<file path="config.mk">
export PLATFORM = sky130hd
export DESIGN_NAME = soc_ifc_boot_top
export DESIGN_NICKNAME = d
export VERILOG_FILES = /design/src/hw/soc_ifc_pkg.sv /design/src/hw/soc_ifc_boot_fsm.sv /design/src/hw/soc_ifc_fuse_regs.sv /design/src/hw/soc_ifc_boot_top.sv
export VERILOG_INCLUDE_DIRS = /design/src /design/src/hw
export SDC_FILE = /design/constraint.sdc
export NUM_CORES = 1
export LEC_CHECK = 0
export BUFFER_PORTS_ARGS = -buffer_cell sky130_fd_sc_hd__buf_4
export CORE_UTILIZATION = 54
export CTS_CLUSTER_DIAMETER = 50
export CTS_CLUSTER_SIZE = 10
export DETAILED_ROUTE_END_ITERATION = 8
export PLACE_DENSITY = 0.81
export SYNTH_ARGS = -nofsm -noshare
export SYNTH_HDL_FRONTEND = slang
export SYNTH_SLANG_ARGS = --single-unit
</file>
<file path="constraint.sdc">
create_clock -name clk -period 3.2 [get_ports clk]
set_clock_uncertainty 0.1 [all_clocks]
set_input_delay 0.48 -clock clk [delete_from_list [all_inputs] [get_ports clk]]
set_output_delay 0.48 -clock clk [all_outputs]
set_load 0.03 [all_outputs]
</file>
<file path="src/hw/soc_ifc_settings.svh">
`ifndef SOC_IFC_SETTINGS_SVH
`define SOC_IFC_SETTINGS_SVH

// number of fuse words in the bank
// this also sets the size of the fuse address window
`define SOC_IFC_FUSE_WORDS 4

// bits per fuse word
// must match the axi data width
`define SOC_IFC_FUSE_WIDTH 32

// reset value of the firmware-update reset wait register
// counted in clk cycles
`define SOC_IFC_FW_RST_WAIT_DEFAULT 8'd20

`endif

</file>
<file path="src/hw/soc_ifc_pkg.sv">
`default_nettype none

`include "soc_ifc_settings.svh"

package soc_ifc_pkg;

    // boot sequencer states
    typedef enum logic [2:0] {
        BOOT_IDLE   = 3'd0,
        BOOT_FUSE   = 3'd1,
        BOOT_FW_RST = 3'd2,
        BOOT_WAIT   = 3'd3,
        BOOT_DONE   = 3'd4
    } boot_fsm_state_e;

    // firmware-update reset wait count
    typedef logic [7:0] wait_cycles_t;

    // register port address and data
    typedef logic [11:0] axil_addr_t;
    typedef logic [31:0] axil_data_t;

    // one fuse word
    typedef logic [`SOC_IFC_FUSE_WIDTH-1:0] fuse_word_t;

    // register map
    localparam axil_addr_t ADDR_STATUS        = 12'h000;
    localparam axil_addr_t ADDR_FUSE_DONE     = 12'h004;
    localparam axil_addr_t ADDR_FW_UPDATE_RST = 12'h008;
    localparam axil_addr_t ADDR_FW_RST_WAIT   = 12'h00C;
    localparam axil_addr_t ADDR_FUSE_BASE     = 12'h100;

    // axi response codes
    localparam logic [1:0] RESP_OKAY   = 2'b00;
    localparam logic [1:0] RESP_SLVERR = 2'b10;

    // manager to subordinate
    typedef struct packed {
        logic       awvalid;
        axil_addr_t awaddr;
        logic       wvalid;
        axil_data_t wdata;
        logic [3:0] wstrb;
        logic       bready;
        logic       arvalid;
        axil_addr_t araddr;
        logic       rready;
    } axil_req_t;

    // subordinate to manager
    typedef struct packed {
        logic       awready;
        logic       wready;
        logic       bvalid;
        logic [1:0] bresp;
        logic       arready;
        logic       rvalid;
        axil_data_t rdata;
        logic [1:0] rresp;
    } axil_rsp_t;

endpackage

`default_nettype wire

</file>
<file path="src/hw/soc_ifc_boot_fsm.sv">
`timescale 1ns/1ns
`default_nettype none

module soc_ifc_boot_fsm
    import soc_ifc_pkg::*;
(
    input  logic         clk,
    input  logic         cptra_rst_b,
    input  logic         cptra_pwrgood,
    input  logic         fw_update_rst,
    input  wait_cycles_t fw_update_rst_wait_cycles,
    input  logic         fuse_done,
    output logic         ready_for_fuses,
    // global reset for everything outside the core
    output logic         cptra_noncore_rst_b,
    // global plus firmware-update reset, core only
    output logic         cptra_uc_rst_b,
    output logic         iccm_unlock
);

    boot_fsm_state_e boot_fsm_ps;
    boot_fsm_state_e boot_fsm_ns;

    // state transition arcs
    logic arc_idle_fuse;
    logic arc_fuse_done;
    logic arc_done_fw_rst;
    logic arc_wait_done;

    // reset release controls
    logic propagate_reset_en;
    logic fsm_synch_noncore_rst_b;
    logic fsm_synch_uc_rst_b;
    logic synch_uc_rst_b;

    logic         fsm_iccm_unlock;
    wait_cycles_t wait_count;
    logic         wait_count_load;
    logic         wait_count_decr;

    // power is good, open the fuse window
    assign arc_idle_fuse   = cptra_pwrgood;
    // soc agent finished loading fuses
    assign arc_fuse_done   = fuse_done;
    // firmware asked for a core-only reset
    assign arc_done_fw_rst = fw_update_rst;
    // wait period over
    assign arc_wait_done   = (wait_count == '0);

    always_comb begin
        boot_fsm_ns           = boot_fsm_ps;
        ready_for_fuses       = 1'b0;
        propagate_reset_en    = 1'b0;
        // core held in reset unless the fsm says otherwise
        fsm_synch_uc_rst_b    = 1'b0;
        fsm_iccm_unlock       = 1'b0;
        // counter follows the wait register while idle
        wait_count_load       = 1'b1;
        wait_count_decr       = 1'b0;

        unique case (boot_fsm_ps)
            BOOT_IDLE: begin
                if (arc_idle_fuse) begin
                    boot_fsm_ns = BOOT_FUSE;
                end
            end
            BOOT_FUSE: begin
                ready_for_fuses = 1'b1;
                if (arc_fuse_done) begin
                    boot_fsm_ns = BOOT_DONE;
                end
            end
            BOOT_FW_RST: begin
                // one cycle to pull the core reset, then wait
                boot_fsm_ns     = BOOT_WAIT;
                wait_count_load = 1'b0;
                wait_count_decr = 1'b1;
            end
            BOOT_WAIT: begin
                wait_count_load = 1'b0;
                wait_count_decr = 1'b1;
                // unlock only at the very end of the reset flow,
                // so the iccm cannot be touched while the core restarts
                if (arc_wait_done) begin
                    boot_fsm_ns     = BOOT_DONE;
                    fsm_iccm_unlock = 1'b1;
                end
            end
            BOOT_DONE: begin
                if (arc_done_fw_rst) begin
                    boot_fsm_ns = BOOT_FW_RST;
                end
                // let reset release flow through the sync stages
                propagate_reset_en    = 1'b1;
                fsm_synch_uc_rst_b    = 1'b1;
            end
            default: begin
                boot_fsm_ns = BOOT_IDLE;
            end
        endcase
    end

    always_ff @(posedge clk or negedge cptra_rst_b) begin
        if (!cptra_rst_b) begin
            boot_fsm_ps             <= BOOT_IDLE;
            fsm_synch_noncore_rst_b <= 1'b0;
            synch_uc_rst_b          <= 1'b0;
            cptra_noncore_rst_b     <= 1'b0;
            cptra_uc_rst_b          <= 1'b0;
            wait_count              <= '0;
            iccm_unlock             <= 1'b0;
        end else begin
            boot_fsm_ps <= boot_fsm_ns;

            // first stage, noncore release is sticky once done
            if (propagate_reset_en) begin
                fsm_synch_noncore_rst_b <= 1'b1;
            end
            synch_uc_rst_b <= fsm_synch_uc_rst_b;

            // second stage
            cptra_noncore_rst_b <= fsm_synch_noncore_rst_b;
            // core leaves reset only when both global and fw paths release
            cptra_uc_rst_b <= fsm_synch_noncore_rst_b & fsm_synch_uc_rst_b & synch_uc_rst_b;

            // counter saturates at zero so a zero wait does not wrap
            if (wait_count_decr) begin
                if (wait_count != '0) begin
                    wait_count <= wait_count - 8'd1;
                end
            end else if (wait_count_load) begin
                wait_count <= fw_update_rst_wait_cycles;
            end

            iccm_unlock <= fsm_iccm_unlock;
        end
    end

endmodule

`default_nettype wire

</file>
<file path="src/hw/soc_ifc_fuse_regs.sv">
`timescale 1ns/1ns
`default_nettype none

`include "soc_ifc_settings.svh"

module soc_ifc_fuse_regs
    import soc_ifc_pkg::*;
(
    input  logic                                   clk,
    input  logic                                   cptra_rst_b,
    input  axil_req_t                              axil_req,
    input  logic                                   ready_for_fuses,
    input  logic                                   cptra_noncore_rst_b,
    input  logic                                   cptra_uc_rst_b,
    output axil_rsp_t                              axil_rsp,
    output logic                                   fuse_done,
    output logic                                   fw_update_rst,
    output wait_cycles_t                           fw_update_rst_wait_cycles,
    output fuse_word_t [`SOC_IFC_FUSE_WORDS-1:0]   fuse_bank
);

    // index width, at least one bit for a single-word bank
    localparam int FUSE_IDX_W = (`SOC_IFC_FUSE_WORDS > 1) ? $clog2(`SOC_IFC_FUSE_WORDS) : 1;
    // bytes covered by the fuse window
    localparam axil_addr_t FUSE_SPAN = axil_addr_t'(4 * `SOC_IFC_FUSE_WORDS);

    typedef logic [FUSE_IDX_W-1:0] fuse_idx_t;

    // write channel
    logic       wr_ready;
    logic       wr_accept;
    logic       bvalid;
    logic [1:0] bresp;
    logic [1:0] wr_resp_d;
    logic       wr_fuse_hit;
    fuse_idx_t  wr_idx;

    // read channel
    logic       arready;
    logic       rd_accept;
    logic       rvalid;
    axil_data_t rdata;
    logic [1:0] rresp;
    axil_data_t rd_data_d;
    logic [1:0] rd_resp_d;
    logic       rd_fuse_hit;
    fuse_idx_t  rd_idx;

    // aligned address inside the fuse window
    function automatic logic fuse_hit(axil_addr_t addr);
        axil_addr_t offset;
        offset = addr - ADDR_FUSE_BASE;
        return (addr >= ADDR_FUSE_BASE) && (offset < FUSE_SPAN) && (offset[1:0] == 2'b00);
    endfunction

    function automatic fuse_idx_t fuse_idx(axil_addr_t addr);
        axil_addr_t offset;
        offset = addr - ADDR_FUSE_BASE;
        return offset[FUSE_IDX_W+1:2];
    endfunction

    // one of the control registers
    function automatic logic csr_hit(axil_addr_t addr);
        return (addr == ADDR_STATUS) || (addr == ADDR_FUSE_DONE) ||
               (addr == ADDR_FW_UPDATE_RST) || (addr == ADDR_FW_RST_WAIT);
    endfunction

    // byte-wise merge of write data under strobes
    function automatic axil_data_t strb_merge(axil_data_t old_val, axil_data_t new_val,
                                              logic [3:0] strb);
        axil_data_t merged;
        merged = old_val;
        for (int i = 0; i < 4; i++) begin
            if (strb[i]) begin
                merged[8*i +: 8] = new_val[8*i +: 8];
            end
        end
        return merged;
    endfunction

    assign wr_accept = wr_ready & axil_req.awvalid & axil_req.wvalid;
    assign rd_accept = arready & axil_req.arvalid;

    assign wr_fuse_hit = fuse_hit(axil_req.awaddr);
    assign wr_idx      = fuse_idx(axil_req.awaddr);
    assign rd_fuse_hit = fuse_hit(axil_req.araddr);
    assign rd_idx      = fuse_idx(axil_req.araddr);

    // fuses are locked once the window closes
    always_comb begin
        wr_resp_d = RESP_OKAY;
        if (wr_fuse_hit) begin
            wr_resp_d = ready_for_fuses ? RESP_OKAY : RESP_SLVERR;
        end else if (!csr_hit(axil_req.awaddr)) begin
            wr_resp_d = RESP_SLVERR;
        end
    end

    // read mux, unmapped reads return zero
    always_comb begin
        rd_data_d = '0;
        rd_resp_d = (rd_fuse_hit || csr_hit(axil_req.araddr)) ? RESP_OKAY : RESP_SLVERR;
        if (rd_fuse_hit) begin
            rd_data_d = fuse_bank[rd_idx];
        end else begin
            case (axil_req.araddr)
                ADDR_STATUS: begin
                    rd_data_d = {28'd0, cptra_uc_rst_b, cptra_noncore_rst_b,
                                 fuse_done, ready_for_fuses};
                end
                ADDR_FUSE_DONE:   rd_data_d = {31'd0, fuse_done};
                ADDR_FW_RST_WAIT: rd_data_d = {24'd0, fw_update_rst_wait_cycles};
                default:          rd_data_d = '0;
            endcase
        end
    end

    always_ff @(posedge clk or negedge cptra_rst_b) begin
        if (!cptra_rst_b) begin
            wr_ready                  <= 1'b0;
            bvalid                    <= 1'b0;
            fuse_done                 <= 1'b0;
            fw_update_rst             <= 1'b0;
            fw_update_rst_wait_cycles <= `SOC_IFC_FW_RST_WAIT_DEFAULT;
            fuse_bank                 <= '0;
        end else begin
            // single-cycle ready, only with both channels valid and no response pending
            wr_ready      <= axil_req.awvalid & axil_req.wvalid & ~bvalid & ~wr_ready;
            fw_update_rst <= 1'b0;
            if (wr_accept) begin
                bvalid <= 1'b1;
                if (wr_fuse_hit) begin
                    if (ready_for_fuses) begin
                        fuse_bank[wr_idx] <= strb_merge(fuse_bank[wr_idx], axil_req.wdata,
                                                        axil_req.wstrb);
                    end
                end else begin
                    case (axil_req.awaddr)
                        ADDR_FUSE_DONE: begin
                            // sticky until reset
                            if (axil_req.wstrb[0] && axil_req.wdata[0]) begin
                                fuse_done <= 1'b1;
                            end
                        end
                        ADDR_FW_UPDATE_RST: begin
                            if (axil_req.wstrb[0] && axil_req.wdata[0]) begin
                                fw_update_rst <= 1'b1;
                            end
                        end
                        ADDR_FW_RST_WAIT: begin
                            if (axil_req.wstrb[0]) begin
                                fw_update_rst_wait_cycles <= axil_req.wdata[7:0];
                            end
                        end
                        default: begin
                        end
                    endcase
                end
            end else if (bvalid && axil_req.bready) begin
                bvalid <= 1'b0;
            end
        end
    end

    // read channel, arready drops while a response waits for rready
    always_ff @(posedge clk or negedge cptra_rst_b) begin
        if (!cptra_rst_b) begin
            arready <= 1'b0;
            rvalid  <= 1'b0;
        end else if (rd_accept) begin
            arready <= 1'b0;
            rvalid  <= 1'b1;
        end else if (rvalid && axil_req.rready) begin
            arready <= 1'b1;
            rvalid  <= 1'b0;
        end else begin
            arready <= ~rvalid;
        end
    end

    // response payload
    always_ff @(posedge clk) begin
        if (wr_accept) begin
            bresp <= wr_resp_d;
        end
        if (rd_accept) begin
            rdata <= rd_data_d;
            rresp <= rd_resp_d;
        end
    end

    always_comb begin
        axil_rsp.awready = wr_ready;
        axil_rsp.wready  = wr_ready;
        axil_rsp.bvalid  = bvalid;
        axil_rsp.bresp   = bresp;
        axil_rsp.arready = arready;
        axil_rsp.rvalid  = rvalid;
        axil_rsp.rdata   = rdata;
        axil_rsp.rresp   = rresp;
    end

endmodule

`default_nettype wire

</file>
<file path="src/hw/soc_ifc_boot_top.sv">
`timescale 1ns/1ns
`default_nettype none

`include "soc_ifc_settings.svh"

module soc_ifc_boot_top
    import soc_ifc_pkg::*;
(
    input  logic                                 clk,
    input  logic                                 cptra_rst_b,
    input  logic                                 cptra_pwrgood,
    input  axil_req_t                            axil_req,
    output axil_rsp_t                            axil_rsp,
    output fuse_word_t [`SOC_IFC_FUSE_WORDS-1:0] fuse_bank,
    output logic                                 cptra_noncore_rst_b,
    output logic                                 cptra_uc_rst_b,
    output logic                                 iccm_unlock
);

    // register block to boot fsm
    logic         fuse_done;
    logic         fw_update_rst;
    wait_cycles_t fw_update_rst_wait_cycles;
    // boot fsm back to status register
    logic         ready_for_fuses;

    soc_ifc_fuse_regs u_regs (
        .clk                       (clk),
        .cptra_rst_b               (cptra_rst_b),
        .axil_req                  (axil_req),
        .ready_for_fuses           (ready_for_fuses),
        .cptra_noncore_rst_b       (cptra_noncore_rst_b),
        .cptra_uc_rst_b            (cptra_uc_rst_b),
        .axil_rsp                  (axil_rsp),
        .fuse_done                 (fuse_done),
        .fw_update_rst             (fw_update_rst),
        .fw_update_rst_wait_cycles (fw_update_rst_wait_cycles),
        .fuse_bank                 (fuse_bank)
    );

    soc_ifc_boot_fsm u_boot_fsm (
        .clk                       (clk),
        .cptra_rst_b               (cptra_rst_b),
        .cptra_pwrgood             (cptra_pwrgood),
        .fw_update_rst             (fw_update_rst),
        .fw_update_rst_wait_cycles (fw_update_rst_wait_cycles),
        .fuse_done                 (fuse_done),
        .ready_for_fuses           (ready_for_fuses),
        .cptra_noncore_rst_b       (cptra_noncore_rst_b),
        .cptra_uc_rst_b            (cptra_uc_rst_b),
        .iccm_unlock               (iccm_unlock)
    );

endmodule

`default_nettype wire

</file>
After elaboration in Yosys (flattened, before gate mapping) --
Cells that the tools add are included.
Word-level totals: register bits after elaboration 194, input bits 68, output and inout bits 172, word-level logic and storage cells 141
Operators by class: add/subtract/negate cells 3, order comparisons 7, eq/ne operators 16, muxes and demuxes 52, bitwise operators 12, reductions and logical operators 30
Operators with widths (count):
- 2-to-1 mux 8 bit | 19
- binary-select mux 32 bit (select 2 bit) | 2
- bitwise mux 128 bit | 1
- 2-to-1 mux 32 bit | 4
- demux 32 bit (select 2 bit) | 1
- equality test 12 x 4 -> 1 bit (second input constant) | 4
- equality test 12 x 3 -> 1 bit (second input constant) | 2
- >= comparator 12 x 9 -> 1 bit (second input constant) | 2
- zero test 12 bit | 2
- < comparator 12 x 5 -> 1 bit (second input constant) | 2
- one-hot mux 8 bit (3 select lines) | 1
- subtractor 12 x 9 -> 12 bit (second input constant) | 2
- 2-to-1 mux 1 bit | 15
- one-hot mux 3 bit (5 select lines) | 1
- 2-to-1 mux 3 bit | 4
- AND reduction 4 bit | 3
- bitwise AND 1 bit | 8
- logical AND 1 bit | 8
- zero test 8 bit | 1
- 2-to-1 mux 2 bit | 4
- inequality test 2 bit (second input constant) | 4
- nonzero test 8 bit | 1
- subtractor 8 x 1 -> 8 bit (second input constant) | 1
- logical OR 1 bit | 7
- 13 further kinds | 21

Logic depth before layout (Yosys ltp) --
Gate-level depths: netlist of run 1.
depth in word-level cells 8, gate-level depth with buffers 7, mapped depth without buffers 6

Modules after synthesis --
Synthesis of run 1 repeated with hierarchy kept, for this count alone.
Second synthesis, totals: cells, all modules 610, area, all modules 9501.6 sq um
Modules (own cells, without submodules):
- soc_ifc_fuse_regs | times used 1, cells each 531, area each 8719.6 sq um, sequential area each 4576.9 sq um
- soc_ifc_boot_fsm | times used 1, cells each 79, area each 782.0 sq um, sequential area each 400.4 sq um

Worst setup path before layout of run 1 --
No wires, ideal clock.
path kind input port to flip-flop, from input port axil_req[57] in the netlist's numbering, to register u_regs.fuse_bank[42] in the netlist's numbering, setup time 0.125 ns, arrival 2.601 ns, data required time 2.975 ns, slack 0.375 ns, stages on the path 6, buffers on the path 2, path through or4_4 -> or4b_1 -> buf_2 -> nor3b_4 -> buf_6 -> mux2_2
Between the ends: longest elaborated chain between the ends 5, elaborated cells on any way between the ends 6, those cells by class add/sub (1); order compare (2); reduce/logical (3)
Ends and longest elaborated chain:
- from (decl) | line soc_ifc_boot_top.sv:12 | input axil_req_t axil_req,
- subtractor 12 x 9 -> 12 bit | line soc_ifc_fuse_regs.sv:52 | offset = addr - ADDR_FUSE_BASE;
- < comparator 12 x 5 -> 1 bit | line soc_ifc_fuse_regs.sv:53 | return (addr >= ADDR_FUSE_BASE) && (offset < FUSE_SPAN) && (offset[1:0] == 2'b00);
- logical AND 1 bit * (2 in a row) | line soc_ifc_fuse_regs.sv:53
- AND reduction 3 bit (no source line) *
- to (signal, indexed assignment) | line soc_ifc_fuse_regs.sv:134 | fuse_bank[wr_idx] <= strb_merge(fuse_bank[wr_idx], axil_req.wdata,
- to (decl) | line soc_ifc_fuse_regs.sv:19 | output fuse_word_t [`SOC_IFC_FUSE_WORDS-1:0] fuse_bank
Mark *: on every way between the ends. The rest lies on a longest branch, timed or not. A chain may end at the register's enable or synchronous reset.

Worst setup path after layout of run 1 --
from input port axil_req[57] in the netlist's numbering, to register u_regs.fuse_bank[11] in the netlist's numbering
The elaborated chain is that of the path after synthesis.

==> out/qor.yml, run 1 <==
synthesis:
  ys_seq_area_share_pct: 51.50
  synth.cell_area_mm2: 0.009664
  synthCells: 718
  synth.distinct_cells: 55
  async_reset_ff_share_pct: 82.29
  synth-seq-cells: 192
  yosysWarnings: 0
  synth-main-ff-cell: "dfrtp_1"
  synth_edf_count: 34
  avgSynthCellArea_um2: 13.46
power:
  p_sw_share_pct: 24.20
  ir_drop_mv: 0.3855
  p_seq_share_pct: 49.1
  p_clk_share_pct: 41.5
  pwr-share-comb_pct: 9.5
  p_per_area_mw_per_mm2: 421.8
  internal_power_w: 0.003936
  power_leakage_nw: 6.008
  p_sw_w: 0.001257
timing:
  hold_viol_final: 0
  fmax_mhz: 370.2
  rsz0062_at_grt: "false"
  max-slew-margin-rel_pct: 50.95
  worst_pin_slew_ns: 0.7343
  whs_ns: 0.1356
  min_period_over_period_pct: 84.41
  setup_tns_ns: 0
  maxSlewViolCount: 0
  period_minus_slack_ns: 2.701
  setup_viol: 0
setup_path:
  slowest_stage: "or4_2"
  cp_num_cells: 6
  critPathCaptureType: "flip-flop"
  worstPathArrival_ns: 2.92
  crit_family: "simple AND/OR/NAND/NOR gates"
  reg2regPathDepth: 5
  worstSetupStartpointType: "primary input"
  worstSetupPathType: "primary input to flip-flop"
  r2r_setup_slack_ns: 0.61
  worstPathMaxFanout: 18
  crit_buf_inv: 2
  path_cells: "buf_4 -> or4_4 -> or4b_1 -> or4_2 -> buf_12 -> mux2_4"
  r2r_start: "u_regs.wr_ready"
  required_ns: 3.42
  slowest_delay_ns: 0.69
  startpoint: "axil_req[57]"
  cp-endpoint: "u_regs.fuse_bank[11]"
  r2r-end: "u_regs.fuse_bank[11]"
global_routing:
  antenna_found_initial: 1
  grt_pass1_vias: 7226
  grt_pass1_wl_um: 39560
  track_usage_pct: 28.52
  grt_max_degree: 71
  grt_overflow: 0
placement:
  place_congestion: 0.9394
  place_hpwl_um: 17460
  io_buffer_count: 237
cts:
  cts.path.max_buffers: 2
  cts_tree: "yes"
  cts_sinks: 192
  post_cts_resized: 0
  root_buffer: "clkbuf_16"
  htree_levels: 4
  path_clk_slew_ns: 0.07
  cts_buffers: 17
  insertion_delay_ns: 0.43
  postCtsSetupRepairBufs: 0
run_status:
  outcome: "completed"
floorplanning:
  die_area_mm2: 0.01844
  core-area_mm2: 0.01742
  num_rows: 48
  dieHeight_um: 135.8
  pin_count: 240
  dieWidth_um: 135.8
  initial_utilization_pct: 55.49
finish:
  nFillCells: 1229
  multi_input_area_mm2: 0.004365
  nets: 1015
  drive_above_1_share_pct: 50.57
  insertedDiodeCount: 0
  syn_to_final_growth_pct: 27.37
  seq_area_mm2: 0.004977
detailed_routing:
  vias: 7047
  drt-vias-per-instance: 5.952
  drc: 0
  drt_pass1_iterations: 4
  wl_um: 25350
  routedWlPerCell_um: 21.41
  drtIter0Drc: 389
  ant_nets: 0
flow_run:
  maxCapViolations: 0
hold_path:
  hp-class: "primary input to flip-flop"
[cells in the final DEF (no fill, tap or decap), types with 18 or more instances in the layout]
master    netlist  final
a221o_1        18     18
buf_4          10    253
dfrtp_1       156    156
edfxtp_1       34     34
mux2_2        132    132
mux2_4         20     20
mux2i_1        28     28
mux4_2         32     32
nand2_1        32     32
nor2b_1        39     39
nor3_1         29     29
o21ai_0        29     29
[sequential cells by signal (all words and copies together) (netlist names)]
name                                cells
u_boot_fsm.fsm_synch_noncore_rst_b      1
u_regs.rresp                            1
u_boot_fsm.cptra_noncore_rst_b          1
u_regs.bvalid                           1
u_boot_fsm.boot_fsm_ps                  3
u_boot_fsm.cptra_uc_rst_b               1
u_regs.rdata                           32
u_regs.wr_ready                         1
u_boot_fsm.iccm_unlock                  1
u_regs.fw_update_rst_wait_cycles        8
u_regs.bresp                            1
u_regs.fuse_bank                      128
u_regs.fw_update_rst                    1
u_regs.rvalid                           1
u_boot_fsm.wait_count                   8
u_regs.arready                          1
u_boot_fsm.synch_uc_rst_b               1
u_regs.fuse_done                        1
[cells by family (layout without fill, tap and decap cells)]
logic type                 Yosys count  count (layout)  synth area share, %
AOI/OAI and AO/OA                   84              84                6.188
xor gates and xnor gates             2               2               0.1813
adders and majority gates            1               1               0.1294
buffers and inverters               67             307                3.508
DFF                                192             192                51.50
muxes                              218             218                29.54
other                                1               2              0.03880
and+or+nand+nor                    153             153                8.907
[area by class of cell]
class / count / area share, %
repair buffers: 261 / 16.58
inverters: 14 / 0.4269
clock buffers: 17 / 3.456
clock inverters: 15 / 1.352
flip-flops and latches: 192 / 40.44
well taps: 225 / 2.287
multi-input cells: 460 / 35.46
[worst reg2reg max path, delay by kind of cell, from the launching register on]
family	cells	cell delay (ns)
buffers and inverters	1	0.21
AND/OR/NAND/NOR	3	1.46
flip-flops	1	0.39
multiplexers	1	0.33
[power groups by stage]
stage	logic (W)	registers (W)	clock network [W]
after floorplan	0.000220	0.00265	0
after global placement	0.000484	0.00259	0
after detailed placement	0.000491	0.00259	0
after CTS	0.000493	0.00255	0.00218
after global routing	0.000528	0.00255	0.00228
final	0.000491	0.00255	0.00215
[metrics by stage]
step	total power, W	instance area (um^2)	setup slack (ns)	util (%)	instances
after floorplan	0.002867	9668	0.3748	-	719
after global placement	0.003078	11710	0.08612	67.22	1151
after detailed placement	0.003084	11710	0.07060	67.22	1151
after CTS	0.005221	12310	0.5123	70.68	1184
after global routing	0.005358	12310	0.4761	70.68	1184
final	0.005192	12310	0.4988	70.68	1184
[repair_timing]
item,4_1_cts,5_1_grt
hold endpoints to repair,66,0
hold buffers,1,0
endpoints found under the setup margin,0,0
[metal layers]
metal,GRT usage (%),part of all wire [%],vias up
met5,0,0.051,-
met4,9.176,1.7,2
met3,6.659,7.6,38
met2,47.11,50,309
met1,37.11,41,3559
li1,-,-,3139
[synthesized netlist by cell type, types with 14 or more instances]
master | instances | area [um^2]
inv_1 | 14 | 52.55
mux2_4 | 20 | 300.3
nor2b_1 | 39 | 244.0
nor3_1 | 29 | 145.1
mux2i_1 | 28 | 280.3
mux4_2 | 32 | 720.7
clkbuf_1 | 30 | 112.6
dfrtp_1 | 156 | 3904
o21ai_0 | 29 | 145.1
edfxtp_1 | 34 | 1021
nand2_1 | 32 | 120.1
mux2_2 | 132 | 1486
a221o_1 | 18 | 180.2
[worst min path at each step]
stage | from | to | slack, ns | cells past startpoint
after global routing | axil_req[60] | u_regs.fw_update_rst | 0.13 | 2
after detailed placement | u_boot_fsm.fsm_synch_noncore_rst_b | u_boot_fsm.cptra_noncore_rst_b | 0.27 | 0
after CTS | axil_req[60] | u_regs.fw_update_rst | 0.12 | 2
final | axil_req[60] | u_regs.fw_update_rst | 0.14 | 2
after floorplan | cptra_rst_b | u_boot_fsm.boot_fsm_ps[0] | 0.08 | 0
after global placement | u_boot_fsm.fsm_synch_noncore_rst_b | u_boot_fsm.cptra_noncore_rst_b | 0.27 | 0
(Power assumes the default switching activity.)
==> inputs of run 2 (changes only) <==
==> constraint.sdc (replaced) <==
create_clock -name clk -period 2.8 [get_ports clk]
set_clock_uncertainty 0.1 [all_clocks]
set_input_delay 0.42 -clock clk [delete_from_list [all_inputs] [get_ports clk]]
set_output_delay 0.42 -clock clk [all_outputs]
set_load 0.03 [all_outputs]
==> run 2 against run 1 <==
Worst setup slack got worse by 0.37 ns. Die area unchanged. Global-route usage increased by 0.72 points. Non-clock buffer count increased by 10. Via count increased by 2.5%. Design area up 1.4%. Clock-buffer cell count did not move. Combinational power is 16% higher. Cell count grew 0.84%. Sequential power rose by 14%. Largest cell class unchanged.
==> out/qor.yml, run 2 (synthesis results as in run 1) <==
run_status:
  outcome: "completed"
global_routing:
  grt_overflow: 0  # unchanged
  grt_pass1_vias: 7360  # +1.9%
  grt_max_degree: 55  # -23%
  grt_pass1_wl_um: 40340  # +2.0%
  track_usage_pct: 29.24  # +0.72 points
  antenna_found_initial: 0  # -1
detailed_routing:
  routed.top_layer: "met4"
  wl_um: 25810  # +1.8%
  drt_pass1_iterations: 5  # +1
  routedWlPerCell_um: 21.62  # +0.97%
  ant_nets: 0  # unchanged
  drt-vias-per-instance: 6.049  # +1.6%
  vias: 7222  # +2.5%
  drc: 0  # unchanged
  drtIter0Drc: 446  # +15%
  route.met2.wl_um: 12940  # +2.6%
  wl_met3_um: 1841  # -3.8%
  routedLengthMet1_um: 10580  # +2.1%
setup_path:
  startpoint: "axil_req[57]"
  worstSetupStartpointType: "primary input"
  reg2regPathDepth: 5  # unchanged
  r2r-end: "u_regs.fuse_bank[16]"
  r2r_setup_slack_ns: 0.24  # -0.37 ns
  required_ns: 3.01  # -0.41 ns
  critPathCaptureType: "flip-flop"
  worstPathArrival_ns: 2.88  # -0.04 ns
  r2r_start: "u_regs.wr_ready"
  worstSetupPathType: "primary input to flip-flop"
  worstPathMaxFanout: 18  # unchanged
finish:
  largest_register: "u_regs.fuse_bank"
  reg.largest.list: "u_regs.fuse_bank x128, u_regs.rdata x32"
  insertedDiodeCount: 0  # unchanged
  fin_area_mm2: 0.01248  # +1.4%
  nets: 1025  # +0.99%
  largest_reg_flops: 128  # unchanged
  drive_above_1_share_pct: 51.39  # +0.82 points
  final_cell_mix: "261 x buf_4, 156 x dfrtp_1, 132 x mux2_2, 39 x nor2b_1, 34 x edfxtp_1"
  syn_to_final_growth_pct: 29.09
  final_common_cell: "buf_4"
floorplanning:
  dieWidth_um: 135.8  # unchanged
  pin_count: 240  # unchanged
  num_rows: 48  # unchanged
  core-area_mm2: 0.01742  # unchanged
  dieHeight_um: 135.8  # unchanged
  initial_utilization_pct: 55.49  # unchanged
  die_area_mm2: 0.01844  # unchanged
placement:
  place_congestion: 0.9122  # -2.9%
  io_buffer_count: 237  # unchanged
  dpl_worst_slack_ns: -0.2608  # -0.3314 ns
  placed_area_mm2: 0.01181  # +0.86%
  place_hpwl_um: 17990  # +3.1%
cts:
  path_clk_slew_ns: 0.07  # about the same
  root_buffer: "clkbuf_16"
  insertion_delay_ns: 0.43  # about the same
  htree_levels: 4  # unchanged
  cts_tree: "yes"
  cts.path.max_buffers: 2  # unchanged
  cts_buffers: 17  # unchanged
  cts_sinks: 192  # unchanged
  post_cts_resized: 0  # unchanged
timing:
  whs_ns: 0.07386  # -0.06169 ns
  min_period_over_period_pct: 95.46
  fmax_mhz: 374.1
  period_minus_slack_ns: 2.673
  setup_tns_ns: 0  # unchanged
  max-slew-margin-rel_pct: 45.89  # -5.1 points
  setup_viol: 0  # unchanged
  worst_pin_slew_ns: 0.8100  # +0.07568 ns
  fin_ws_ns: 0.1271  # -0.3717 ns
  hold_viol_final: 0  # unchanged
  maxSlewViolCount: 0  # unchanged
  rsz0062_at_grt: "false"
hold_path:
  min_from: "axil_req[60]"
  hp-class: "primary input to flip-flop"
  hold_depth: 2  # unchanged
  whs_endpoint: "u_regs.fw_update_rst"
flow_run:
  maxCapViolations: 0  # unchanged
power:
  power_leakage_nw: 6.086  # +1.3%
  ir_drop_mv: 0.4599  # +19%
  p_per_area_mw_per_mm2: 494.8  # +17%
## run 2: per-stage QoR
stage	power, W	std cells	utilization, %
after floorplan	0.003276	719	-
after global placement	0.003528	1161	67.79
after detailed placement	0.003535	1161	67.79
after CTS	0.006207	1194	71.63
after global routing	0.006379	1194	71.63
final	0.006172	1194	71.63
## run 2: worst max-delay path: stages
cell and delay (ns):
buf_4 0.11, or4_4 0.52, or4b_1 0.59, or4_2 0.71, buf_12 0.22, mux2_4 0.31
## run 2: area by class of cell
class / instances / area, um^2
Fill cell: 1206 / 4941
Inverter: 14 / 52.55
Clock inverter: 15 / 232.7
Sequential cell: 192 / 4977
Tap cell: 225 / 281.5
Clock buffer: 17 / 425.4
Multi-Input combinational cell: 460 / 4365
Timing Repair Buffer: 271 / 2141
## run 2: timing repair
action	4_1_cts	5_1_grt
endpoints found under the hold margin	50	0
endpoints found under the setup margin	0	0
hold buffers	1	0
setup buffers	0	0
## run 2: how the worst max path moves through the flow
stage | to | slack [ns] | depth (start not counted)
floorplan | u_regs.fuse_bank[42] | 0.03 | 6
finish | u_regs.fuse_bank[16] | 0.13 | 6
global placement | u_regs.fuse_bank[11] | -0.25 | 6
detailed placement | u_regs.fuse_bank[17] | -0.26 | 6
CTS | u_regs.fuse_bank[16] | 0.14 | 6
global route | u_regs.fuse_bank[16] | 0.1 | 6
## run 2: where the power goes
part | internal [W] | switching [W] | leakage (nW) | total, W
Clock | 0.00160 | 0.00109 | 0.306 | 0.00269
Sequential | 0.00289 | 0.0000220 | 2.52 | 0.00291
Combinational | 0.000219 | 0.000353 | 3.26 | 0.000572
Total | 0.00471 | 0.00147 | 6.09 | 0.00617
## run 2: metal layers
layer,global-route usage (%),up-vias
li1,-,3169
met1,37.99,3696
met2,49.26,319
met3,5.986,38
met4,8.864,0
met5,0,-
